## config.mk

```make
export PLATFORM = sky130hd
export DESIGN_NAME = core
export DESIGN_NICKNAME = d
export VERILOG_FILES = /design/src/hdl/isa_pkg.sv /design/src/hdl/pipe_pkg.sv /design/src/hdl/core.sv /design/src/hdl/hazard_control.sv /design/src/hdl/memory_stage.sv /design/src/hdl/execute_stage.sv /design/src/hdl/decode_stage.sv /design/src/hdl/fetch_stage.sv
export VERILOG_INCLUDE_DIRS = /design/src /design/src/hdl
export SDC_FILE = /design/constraint.sdc
export NUM_CORES = 2
export LEC_CHECK = 0
export BUFFER_PORTS_ARGS = -buffer_cell sky130_fd_sc_hd__buf_4
export CAP_MARGIN = 10
export CORE_MARGIN = 2
export CORE_UTILIZATION = 48
export CTS_BUF_LIST = sky130_fd_sc_hd__clkbuf_8
export DETAILED_ROUTE_END_ITERATION = 8
export PLACE_DENSITY_LB_ADDON = 0.12
export SYNTH_ARGS = -nofsm -noshare
export SYNTH_HDL_FRONTEND = slang
export SYNTH_SLANG_ARGS = --single-unit
```

## constraint.sdc

```tcl
create_clock -name clk -period 4.1 [get_ports clk]
set_input_delay 0.205 -clock clk [delete_from_list [all_inputs] [get_ports clk]]
set_output_delay 0.205 -clock clk [all_outputs]
set_load 0.005 [all_outputs]
```

## src/hdl/core_params.svh

```systemverilog
`ifndef CORE_PARAMS_SVH
`define CORE_PARAMS_SVH

// first fetch address after reset
`define CORE_RESET_PC 32'h0000_0000

// architectural register count
`define CORE_NREGS 32

// register shown on the gp port
`define CORE_GP_REG 3

`endif
```

## src/hdl/isa_pkg.sv

```systemverilog
`default_nettype none

package isa_pkg;

    typedef enum logic [6:0] {
        OPC_OP     = 7'b0110011,
        OPC_OP_IMM = 7'b0010011,
        OPC_LUI    = 7'b0110111,
        OPC_LOAD   = 7'b0000011,
        OPC_STORE  = 7'b0100011,
        OPC_BRANCH = 7'b1100011,
        OPC_JAL    = 7'b1101111,
        OPC_SYSTEM = 7'b1110011
    } opcode_t;

    // funct3 of register and immediate arithmetic
    typedef enum logic [2:0] {
        F3_ADD = 3'b000,
        F3_SLT = 3'b010,
        F3_XOR = 3'b100,
        F3_OR  = 3'b110,
        F3_AND = 3'b111
    } funct3_t;

    typedef enum logic [2:0] {
        ALU_ADD,
        ALU_SUB,
        ALU_AND,
        ALU_OR,
        ALU_XOR,
        ALU_SLT,
        ALU_PASS_B
    } alu_op_t;

    // ******************************************************************
    // instruction formats, all views of the same word
    // ******************************************************************

    typedef struct packed {
        logic [6:0] funct7;
        logic [4:0] rs2;
        logic [4:0] rs1;
        funct3_t    funct3;
        logic [4:0] rd;
        opcode_t    opcode;
    } r_fmt_t;

    typedef struct packed {
        logic [11:0] imm;
        logic [4:0]  rs1;
        funct3_t     funct3;
        logic [4:0]  rd;
        opcode_t     opcode;
    } i_fmt_t;

    typedef struct packed {
        logic [6:0] imm_hi;
        logic [4:0] rs2;
        logic [4:0] rs1;
        logic [2:0] funct3;
        logic [4:0] imm_lo;
        opcode_t    opcode;
    } s_fmt_t;

    typedef struct packed {
        logic       imm12;
        logic [5:0] imm10_5;
        logic [4:0] rs2;
        logic [4:0] rs1;
        logic [2:0] funct3;
        logic [3:0] imm4_1;
        logic       imm11;
        opcode_t    opcode;
    } b_fmt_t;

    typedef struct packed {
        logic [19:0] imm;
        logic [4:0]  rd;
        opcode_t     opcode;
    } u_fmt_t;

    typedef struct packed {
        logic       imm20;
        logic [9:0] imm10_1;
        logic       imm11;
        logic [7:0] imm19_12;
        logic [4:0] rd;
        opcode_t    opcode;
    } j_fmt_t;

    typedef union packed {
        r_fmt_t r_fmt;
        i_fmt_t i_fmt;
        s_fmt_t s_fmt;
        b_fmt_t b_fmt;
        u_fmt_t u_fmt;
        j_fmt_t j_fmt;
    } inst_u;

endpackage

`default_nettype wire

```

## src/hdl/pipe_pkg.sv

```systemverilog
`default_nettype none

package pipe_pkg;
    import isa_pkg::*;

    typedef struct packed {
        logic        valid;
        logic [31:0] pc;
        inst_u       inst;
    } fd_t;

    typedef struct packed {
        logic        valid;
        logic [31:0] pc;
        logic [31:0] op_a;
        logic [31:0] op_b;
        logic [31:0] rs2_data;
        logic [31:0] imm;
        alu_op_t     alu_op;
        logic        is_load;
        logic        is_store;
        logic        is_branch;
        logic        branch_ne;
        logic        is_jal;
        logic        is_ecall;
        logic        rf_wen;
        logic [4:0]  rd;
    } de_t;

    typedef struct packed {
        logic        valid;
        logic [31:0] alu_out;
        logic [31:0] rs2_data;
        logic        is_load;
        logic        is_store;
        logic        is_jal;
        logic        is_ecall;
        logic        rf_wen;
        logic [4:0]  rd;
        logic [31:0] link_pc;
    } em_t;

    typedef struct packed {
        logic        valid;
        logic        rf_wen;
        logic [4:0]  rd;
        logic [31:0] data;
        logic        is_ecall;
    } wb_t;

    typedef struct packed {
        logic       valid;
        logic [4:0] rs1;
        logic [4:0] rs2;
        logic       uses_rs1;
        logic       uses_rs2;
    } hazard_req_t;

    typedef struct packed {
        logic stall_f;
        logic flush_f;
        logic stall_d;
        logic flush_d;
        logic halt;
    } stage_ctl_t;

endpackage

`default_nettype wire

```

## src/hdl/core.sv

```systemverilog
`default_nettype none

module core (
    input  wire         clk,
    input  wire         rst_n,
    output logic        inst_start,
    input  wire         inst_ready,
    output logic [31:0] i_addr,
    input  wire  [31:0] inst,
    input  wire         inst_valid,
    output logic        d_cmd_start,
    output logic        d_cmd_write,
    input  wire         d_cmd_ready,
    output logic [31:0] d_addr,
    output logic [31:0] wdata,
    input  wire  [31:0] rdata,
    input  wire         rdata_valid,
    output logic        exit,
    output logic [31:0] gp
);
    import pipe_pkg::*;

    fd_t         fd;
    de_t         de;
    em_t         em;
    wb_t         wb;
    hazard_req_t hreq;
    stage_ctl_t  ctl;
    logic        redirect;
    logic [31:0] redirect_pc;
    logic        mem_busy;

    // ******************************************************************
    // stages
    // ******************************************************************

    fetch_stage u_fetch (
        .clk         (clk),
        .rst_n       (rst_n),
        .ctl         (ctl),
        .redirect    (redirect),
        .redirect_pc (redirect_pc),
        .inst_start  (inst_start),
        .inst_ready  (inst_ready),
        .i_addr      (i_addr),
        .inst        (inst),
        .inst_valid  (inst_valid),
        .fd          (fd)
    );

    decode_stage u_decode (
        .clk   (clk),
        .rst_n (rst_n),
        .fd    (fd),
        .ctl   (ctl),
        .wb    (wb),
        .de    (de),
        .hreq  (hreq),
        .gp    (gp)
    );

    execute_stage u_execute (
        .clk         (clk),
        .rst_n       (rst_n),
        .de          (de),
        .mem_busy    (mem_busy),
        .em          (em),
        .redirect    (redirect),
        .redirect_pc (redirect_pc)
    );

    memory_stage u_memory (
        .clk         (clk),
        .rst_n       (rst_n),
        .em          (em),
        .d_cmd_start (d_cmd_start),
        .d_cmd_write (d_cmd_write),
        .d_cmd_ready (d_cmd_ready),
        .d_addr      (d_addr),
        .wdata       (wdata),
        .rdata       (rdata),
        .rdata_valid (rdata_valid),
        .mem_busy    (mem_busy),
        .wb          (wb)
    );

    // stall, flush and halt
    hazard_control u_hazard (
        .clk      (clk),
        .rst_n    (rst_n),
        .hreq     (hreq),
        .de       (de),
        .em       (em),
        .wb       (wb),
        .redirect (redirect),
        .mem_busy (mem_busy),
        .ctl      (ctl),
        .exit     (exit)
    );

endmodule

`default_nettype wire

```

## src/hdl/hazard_control.sv

```systemverilog
`default_nettype none

module hazard_control (
    input  wire                        clk,
    input  wire                        rst_n,
    input  wire pipe_pkg::hazard_req_t hreq,
    input  wire pipe_pkg::de_t         de,
    input  wire pipe_pkg::em_t         em,
    input  wire pipe_pkg::wb_t         wb,
    input  wire                        redirect,
    input  wire                        mem_busy,
    output pipe_pkg::stage_ctl_t       ctl,
    output logic                       exit
);

    logic hazard;
    logic ecall_busy;
    logic hold_d;

    // register still waiting for writeback somewhere downstream
    function automatic logic pending(input logic [4:0] rs);
        return (rs != 5'd0)
            && ((de.valid && de.rf_wen && de.rd == rs)
             || (em.valid && em.rf_wen && em.rd == rs)
             || (wb.valid && wb.rf_wen && wb.rd == rs));
    endfunction

    assign hazard = hreq.valid
                 && ((hreq.uses_rs1 && pending(hreq.rs1))
                  || (hreq.uses_rs2 && pending(hreq.rs2)));

    // nothing younger than an ecall may issue
    assign ecall_busy = (de.valid && de.is_ecall)
                     || (em.valid && em.is_ecall)
                     || (wb.valid && wb.is_ecall);

    assign hold_d = hazard || ecall_busy || exit;

    // busy memory freezes de in place, a hold in decode leaves a bubble
    assign ctl.stall_d = hold_d || mem_busy;
    assign ctl.flush_d = redirect || (hold_d && !mem_busy);
    assign ctl.stall_f = ctl.stall_d || mem_busy || exit;
    assign ctl.flush_f = redirect;
    assign ctl.halt    = exit;

    always_ff @(posedge clk or negedge rst_n) begin
        if (!rst_n) begin
            exit <= 1'b0;
        end else if (wb.valid && wb.is_ecall) begin
            exit <= 1'b1;
        end
    end

endmodule

`default_nettype wire

```

## src/hdl/memory_stage.sv

```systemverilog
`default_nettype none

module memory_stage (
    input  wire                clk,
    input  wire                rst_n,
    input  wire pipe_pkg::em_t em,
    output logic               d_cmd_start,
    output logic               d_cmd_write,
    input  wire                d_cmd_ready,
    output logic [31:0]        d_addr,
    output logic [31:0]        wdata,
    input  wire  [31:0]        rdata,
    input  wire                rdata_valid,
    output logic               mem_busy,
    output pipe_pkg::wb_t      wb
);

    typedef enum logic {
        M_IDLE,
        M_READ
    } mstate_t;

    mstate_t     state;
    logic        is_mem;
    logic        done;
    logic [31:0] wb_data;

    assign is_mem      = em.valid && (em.is_load || em.is_store);
    assign d_cmd_start = is_mem && (state == M_IDLE) && d_cmd_ready;
    assign d_cmd_write = em.is_store;
    assign d_addr      = em.alu_out;
    assign wdata       = em.rs2_data;

    // store ends when accepted, load when its data comes back
    assign done = (state == M_IDLE && em.is_store && d_cmd_ready)
               || (state == M_READ && rdata_valid);
    assign mem_busy = is_mem && !done;

    always_comb begin
        if (em.is_load) begin
            wb_data = rdata;
        end else if (em.is_jal) begin
            wb_data = em.link_pc;
        end else begin
            wb_data = em.alu_out;
        end
    end

    always_ff @(posedge clk or negedge rst_n) begin
        if (!rst_n) begin
            state <= M_IDLE;
            wb    <= '0;
        end else begin
            case (state)
                M_IDLE:  if (d_cmd_start && !d_cmd_write) state <= M_READ;
                M_READ:  if (rdata_valid) state <= M_IDLE;
                default: state <= M_IDLE;
            endcase
            // bubble while the access is pending
            wb.valid    <= em.valid && !mem_busy;
            wb.rf_wen   <= em.rf_wen;
            wb.rd       <= em.rd;
            wb.data     <= wb_data;
            wb.is_ecall <= em.is_ecall;
        end
    end

    a_read_held: assert property (
        @(posedge clk) disable iff (!rst_n)
        state == M_READ |-> em.valid && em.is_load && $stable(em)
    ) else $error("load left the memory stage before its read data returned");

endmodule

`default_nettype wire

```

## src/hdl/execute_stage.sv

```systemverilog
`default_nettype none

module execute_stage (
    input  wire                clk,
    input  wire                rst_n,
    input  wire pipe_pkg::de_t de,
    input  wire                mem_busy,
    output pipe_pkg::em_t      em,
    output logic               redirect,
    output logic [31:0]        redirect_pc
);
    import isa_pkg::*;

    logic [31:0] alu_res;
    logic        taken;

    always_comb begin
        case (de.alu_op)
            ALU_SUB:    alu_res = de.op_a - de.op_b;
            ALU_AND:    alu_res = de.op_a & de.op_b;
            ALU_OR:     alu_res = de.op_a | de.op_b;
            ALU_XOR:    alu_res = de.op_a ^ de.op_b;
            ALU_SLT:    alu_res = {31'd0, $signed(de.op_a) < $signed(de.op_b)};
            ALU_PASS_B: alu_res = de.op_b;
            default:    alu_res = de.op_a + de.op_b;
        endcase
    end

    // beq or bne, jal always taken
    assign taken = de.is_jal || (de.is_branch && ((de.op_a == de.op_b) != de.branch_ne));

    always_ff @(posedge clk or negedge rst_n) begin
        if (!rst_n) begin
            em          <= '0;
            redirect    <= 1'b0;
            redirect_pc <= '0;
        end else if (!mem_busy) begin
            // the instruction behind a redirect is on the wrong path
            em.valid    <= de.valid && !redirect;
            em.alu_out  <= alu_res;
            em.rs2_data <= de.rs2_data;
            em.is_load  <= de.is_load;
            em.is_store <= de.is_store;
            em.is_jal   <= de.is_jal;
            em.is_ecall <= de.is_ecall;
            em.rf_wen   <= de.rf_wen;
            em.rd       <= de.rd;
            em.link_pc  <= de.pc + 32'd4;
            redirect    <= de.valid && !redirect && taken;
            redirect_pc <= de.pc + de.imm;
        end
    end

endmodule

`default_nettype wire

```

## src/hdl/decode_stage.sv

```systemverilog
`default_nettype none

`include "core_params.svh"

module decode_stage (
    input  wire                       clk,
    input  wire                       rst_n,
    input  wire pipe_pkg::fd_t        fd,
    input  wire pipe_pkg::stage_ctl_t ctl,
    input  wire pipe_pkg::wb_t        wb,
    output pipe_pkg::de_t             de,
    output pipe_pkg::hazard_req_t     hreq,
    output logic [31:0]               gp
);
    import isa_pkg::*;
    import pipe_pkg::*;

    inst_u       ir;
    logic [31:0] regs [`CORE_NREGS];
    logic [31:0] rs1_data;
    logic [31:0] rs2_data;
    logic [31:0] imm_i;
    logic [31:0] imm_s;
    logic [31:0] imm_b;
    logic [31:0] imm_u;
    logic [31:0] imm_j;
    alu_op_t     f3_op;
    logic        use1;
    logic        use2;
    de_t         nxt;

    assign ir       = fd.inst;
    assign rs1_data = regs[ir.r_fmt.rs1];
    assign rs2_data = regs[ir.r_fmt.rs2];
    assign gp       = regs[`CORE_GP_REG];

    // ******************************************************************
    // immediates
    // ******************************************************************

    assign imm_i = {{20{ir.i_fmt.imm[11]}}, ir.i_fmt.imm};
    assign imm_s = {{20{ir.s_fmt.imm_hi[6]}}, ir.s_fmt.imm_hi, ir.s_fmt.imm_lo};
    assign imm_b = {{19{ir.b_fmt.imm12}}, ir.b_fmt.imm12, ir.b_fmt.imm11,
                    ir.b_fmt.imm10_5, ir.b_fmt.imm4_1, 1'b0};
    assign imm_u = {ir.u_fmt.imm, 12'h000};
    assign imm_j = {{11{ir.j_fmt.imm20}}, ir.j_fmt.imm20, ir.j_fmt.imm19_12,
                    ir.j_fmt.imm11, ir.j_fmt.imm10_1, 1'b0};

    // ******************************************************************
    // control decode
    // ******************************************************************

    always_comb begin
        case (ir.i_fmt.funct3)
            F3_SLT:  f3_op = ALU_SLT;
            F3_XOR:  f3_op = ALU_XOR;
            F3_OR:   f3_op = ALU_OR;
            F3_AND:  f3_op = ALU_AND;
            default: f3_op = ALU_ADD;
        endcase
    end

    always_comb begin
        nxt          = '0;
        nxt.valid    = fd.valid;
        nxt.pc       = fd.pc;
        nxt.op_a     = rs1_data;
        nxt.op_b     = rs2_data;
        nxt.rs2_data = rs2_data;
        nxt.imm      = imm_i;
        nxt.rd       = ir.r_fmt.rd;
        nxt.alu_op   = ALU_ADD;
        use1         = 1'b0;
        use2         = 1'b0;
        case (ir.r_fmt.opcode)
            OPC_OP: begin
                use1       = 1'b1;
                use2       = 1'b1;
                nxt.rf_wen = 1'b1;
                // funct7 bit 5 selects sub
                if (ir.r_fmt.funct3 == F3_ADD && ir.r_fmt.funct7[5]) begin
                    nxt.alu_op = ALU_SUB;
                end else begin
                    nxt.alu_op = f3_op;
                end
            end
            OPC_OP_IMM: begin
                use1       = 1'b1;
                nxt.op_b   = imm_i;
                nxt.alu_op = f3_op;
                nxt.rf_wen = 1'b1;
            end
            OPC_LUI: begin
                nxt.op_b   = imm_u;
                nxt.alu_op = ALU_PASS_B;
                nxt.rf_wen = 1'b1;
            end
            OPC_LOAD: begin
                use1        = 1'b1;
                nxt.op_b    = imm_i;
                nxt.is_load = 1'b1;
                nxt.rf_wen  = 1'b1;
            end
            OPC_STORE: begin
                use1         = 1'b1;
                use2         = 1'b1;
                nxt.op_b     = imm_s;
                nxt.is_store = 1'b1;
            end
            OPC_BRANCH: begin
                use1          = 1'b1;
                use2          = 1'b1;
                nxt.imm       = imm_b;
                nxt.is_branch = 1'b1;
                nxt.branch_ne = ir.b_fmt.funct3[0];
            end
            OPC_JAL: begin
                nxt.imm    = imm_j;
                nxt.is_jal = 1'b1;
                nxt.rf_wen = 1'b1;
            end
            OPC_SYSTEM: nxt.is_ecall = 1'b1;
            default: ;
        endcase
        // x0 never written
        if (nxt.rd == 5'd0) begin
            nxt.rf_wen = 1'b0;
        end
    end

    assign hreq = '{valid: fd.valid, rs1: ir.r_fmt.rs1, rs2: ir.r_fmt.rs2,
                    uses_rs1: use1, uses_rs2: use2};

    always_ff @(posedge clk or negedge rst_n) begin
        if (!rst_n) begin
            de <= '0;
        end else if (ctl.flush_d) begin
            de <= '0;
        end else if (!ctl.stall_d) begin
            de <= nxt;
        end
    end

    // register file with writeback from the memory stage
    always_ff @(posedge clk or negedge rst_n) begin
        if (!rst_n) begin
            for (int i = 0; i < `CORE_NREGS; i++) begin
                regs[i] <= '0;
            end
        end else if (wb.valid && wb.rf_wen) begin
            regs[wb.rd] <= wb.data;
        end
    end

    a_x0_zero: assert property (
        @(posedge clk) disable iff (!rst_n)
        regs[0] == '0
    ) else $error("x0 holds a nonzero value");

endmodule

`default_nettype wire

```

## src/hdl/fetch_stage.sv

```systemverilog
`default_nettype none

`include "core_params.svh"

module fetch_stage (
    input  wire                     clk,
    input  wire                     rst_n,
    input  wire pipe_pkg::stage_ctl_t ctl,
    input  wire                     redirect,
    input  wire  [31:0]             redirect_pc,
    output logic                    inst_start,
    input  wire                     inst_ready,
    output logic [31:0]             i_addr,
    input  wire  [31:0]             inst,
    input  wire                     inst_valid,
    output pipe_pkg::fd_t           fd
);

    typedef enum logic [1:0] {
        F_IDLE,
        F_WAIT,
        F_DISCARD
    } fstate_t;

    fstate_t     state;
    logic [31:0] pc;
    logic        take;

    // pc holds the address of the outstanding request until it returns
    assign inst_start = (state == F_IDLE) && inst_ready && !ctl.stall_f && !ctl.halt
                        && !redirect;
    assign i_addr     = pc;
    assign take       = (state == F_WAIT) && inst_valid;

    always_ff @(posedge clk or negedge rst_n) begin
        if (!rst_n) begin
            state <= F_IDLE;
            pc    <= `CORE_RESET_PC;
            fd    <= '0;
        end else begin
            case (state)
                F_IDLE:    if (inst_start) state <= F_WAIT;
                F_WAIT:    if (inst_valid) state <= F_IDLE;
                           else if (redirect) state <= F_DISCARD;
                F_DISCARD: if (inst_valid) state <= F_IDLE;
                default:   state <= F_IDLE;
            endcase

            if (redirect) begin
                pc <= redirect_pc;
            end else if (take) begin
                pc <= pc + 32'd4;
            end

            // fd is always empty when a response comes back
            if (ctl.flush_f) begin
                fd.valid <= 1'b0;
            end else if (take) begin
                fd.valid <= 1'b1;
                fd.pc    <= pc;
                fd.inst  <= inst;
            end else if (!ctl.stall_d) begin
                fd.valid <= 1'b0;
            end
        end
    end

    a_one_outstanding: assert property (
        @(posedge clk) disable iff (!rst_n)
        inst_start |=> !inst_start until inst_valid
    ) else $error("inst_start while a fetch is outstanding");

endmodule

`default_nettype wire

```

==> flow_metrics.tcl <==
set metrics [dict create \
    status "completed" \
    fmax_ghz 0.253 \
    fin_area_um2 90600 \
    multiInputGateArea_um2 40400 \
    drtAntennaViolNets 0 \
    cpMaxStageDelayCell "dfrtp_4" \
    syn_avg_cell_area_um2 13.1 \
    grt_first_pass_wirelength_um 391000 \
    seq_area_um2 36800 \
    p_leak_nw 41.0 \
    cts_buffers 284 \
    final_cells 8647 \
    yosysUniqueCellTypes 81 \
    fill_cells 14000 \
    setup_slack_ns 0.140 \
    yosys_warnings 0 \
    clkTransAtPathRegs_ns 0.06 \
    finalNetCount 6457 \
    setup_viol 0 \
    synthFlopType "dfrtp_1" \
    r2r_slack_ns 0.54 \
    power_density_nw_per_um2 557 \
    grtUsageTotal_pct 31.3 \
    layout_commonest_cell "dfrtp_1" \
    grt_pass1_vias 56200 \
    placedCellCount 8065 \
    clkLatencyLatePin_ns 1.07 \
    pin_count 202 \
    htreeDepth 5 \
    holdCritPathClass "input port to async pin" \
    grt_max_degree 136 \
    ys_ff_latch 1470 \
    root_buffer "clkbuf_8" \
    final_core_util_pct 54.3 \
    drc 0 \
    cts_sinks 1470 \
    crit_path_start_kind "register" \
    r2r_cells 9 \
    vias 55200 \
    maxSlewHeadroom_pct 11.7 \
    final_cell_mix "dfrtp_1 (1454), mux2_2 (1106), mux4_2 (640)" \
    vdd_drop_max_v 0.000421 \
    drt_wl_total_um 264000 \
    drt_iter0_drc 5371 \
    dp_hpwl_um 168000 \
    clock_path_buffers 4 \
    first_pass_iters 6 \
    cp_slowest_stage_delay_ns 0.62 \
    min_period_ns 3.96 \
    synth.cell_area_um2 80300 \
    period_share_pct 96.6 \
    final-hold-violation-count 0 \
    cp.required_ns 3.89 \
    place_congestion 0.999 \
    fin_skew_ns 0.0731 \
    overflow 0 \
    routedWlPerCell_um 30.6 \
    path_cells "or4_1 > o21ai_0 > a31oi_1 > a21oi_1 > o211ai_1 > or2_4 > nor4b_2 > buf_4" \
    crit_type "register to output pin" \
    fin_setup_tns_ns 0 \
    pre_cts_ws_ns 0.535 \
    die_w_um 413 \
    io_buffers 201 \
    die_h_um 413 \
    drive_gt1_share_pct 40.1 \
    synth_cells 6107 \
    dieArea_um2 171000 \
    area.growth.synth_to_final_pct 12.8 \
    syn_nets 6309 \
    cts_tree "done" \
    initial_core_util_pct 48.2 \
    fp.coreArea_um2 167000 \
    grt_setup_unrepaired "no" \
    end_kind "output pin" \
    synth_edf_count 0 \
    crit_arrival_ns 3.75 \
    cp_max_fo 14 \
    via_per_inst 6.39 \
    seq_area_frac_synth_pct 45.8 \
    dpl_cell_area_um2 84100 \
    antenna_found_initial 9 \
    num_rows 150 \
    slew_violations 0 \
    max_slew.worst_pin.slew_ns 1.33 \
    ys_async_sr_fraction_pct 100 \
    cap_violations 0 \
]
[where the power goes]
part           leakage (nW)  internal [mW]  switching (mW)
logic                  18.0           7.08            10.0
clock network          3.11           7.81            6.48
registers              19.8           16.0            3.07
[routing by layer]
metal  vias up  track usage [%]  part of all wire [%]
li1      23100                -                     -
met1     29500             44.8                    43
met2      2132             47.8                    46
met3       509             6.44                   7.4
met4         4             10.4                   3.4
met5         -                0                0.0095
[cells in the mapped netlist, types with 9 or more instances]
master    number  area [um^2]
a211o_1        9         78.8
a211oi_1      36          270
a21o_1        30          225
a21oi_1      182          911
a221oi_1      33          289
a22o_1        68          596
a31oi_1       28          175
and2_1         9         56.3
and3_1        27          169
buf_1         95          357
buf_2         59          295
buf_4        104          781
clkbuf_1     365         1370
dfrtp_1     1470        36800
ha_1         129         1610
inv_1        138          518
mux2_2      1106        12500
mux2i_1       99          991
mux4_2       640        14400
nand2_1      458         1720
nand2b_1      24          150
nand3_1       46          230
nand4_1       17          106
nor2_1       193          724
nor2b_1       27          169
nor3_1        49          245
nor3b_1        9         67.6
nor4_1        21          131
o211ai_1      17          128
o21a_1        18          135
o21ai_0      256         1280
o21ai_1       20          100
o21bai_1      10         75.1
o221ai_1      11         96.3
o22ai_1       19          119
o31ai_1       31          233
or3_1          9         56.3
xnor2_1       72          631
xor2_1        57          499
[kinds of logic (layout without fill, tap and decap cells)]
| logic type | after synthesis | in the layout | synth area share [%] |
|---|---|---|---|
| other | 0 | 4 | 0 |
| adder cells (fa/ha/maj) | 132 | 132 | 2.08 |
| XOR/XNOR | 129 | 129 | 1.41 |
| AO/OA/AOI/OAI | 838 | 838 | 6.67 |
| buffers and inverters | 764 | 1096 | 4.18 |
| AND/OR/NAND/NOR | 929 | 929 | 5.15 |
| flip-flops | 1470 | 1470 | 45.8 |
| multiplexers | 1845 | 1845 | 34.7 |
[registers in the layout (all words and copies together), names as in the netlist, 2 cells and up]
register,cells
u_decode.de,165
u_decode.gp,32
u_decode.regs,992
u_execute.em,107
u_execute.redirect_pc,32
u_fetch.fd,65
u_fetch.i_addr,32
u_fetch.state,2
u_memory.wb,40
[worst max-delay path: cells and delay by family, from the launching register on]
kind                   cells  cell delay (ns)
AO/OA/AOI/OAI              4             0.81
flip-flops                 1             0.62
AND/OR/NAND/NOR            3             1.16
buffers and inverters      1             0.16
[layout make-up]
type | count | share of cell area [%]
Clock inverter | 121 | 0.660
Sequential cell | 1470 | 40.7
Multi-Input combinational cell | 3873 | 44.6
Antenna cell | 4 | 0.0111
Timing Repair Buffer | 488 | 5.11
Clock buffer | 349 | 5.30
Tap cell | 2204 | 3.04
Inverter | 138 | 0.572
[stage by stage]
stage                     hold WS, ns  power (mW)
final                          0.0786        50.5
after global routing           0.0724        52.8
after CTS                      0.0186        50.7
after detailed placement        0.269        36.2
after global placement          0.260        36.0
after floorplan               -0.0906        29.6
[repair_timing]
action,CTS,global route
hold buffers,107,0
gates resized for setup,1,0
endpoints found under the setup margin,1,0
endpoints found under the hold margin,1651,0
setup buffers,1,0
[final timing paths]
kind,startpoint,endpoint
setup / recovery,u_fetch.fd[21],inst_start
hold / removal,rst_n,u_decode.regs[760]
setup reg to reg,u_fetch.fd[20],u_decode.de[104]
hold reg to reg,u_execute.em[38],u_memory.wb[0]
max in group asynchronous,rst_n,u_decode.gp[19]
min in group clk,inst[23],u_fetch.fd[23]
Note: power is estimated with default switching activity, not from simulation.
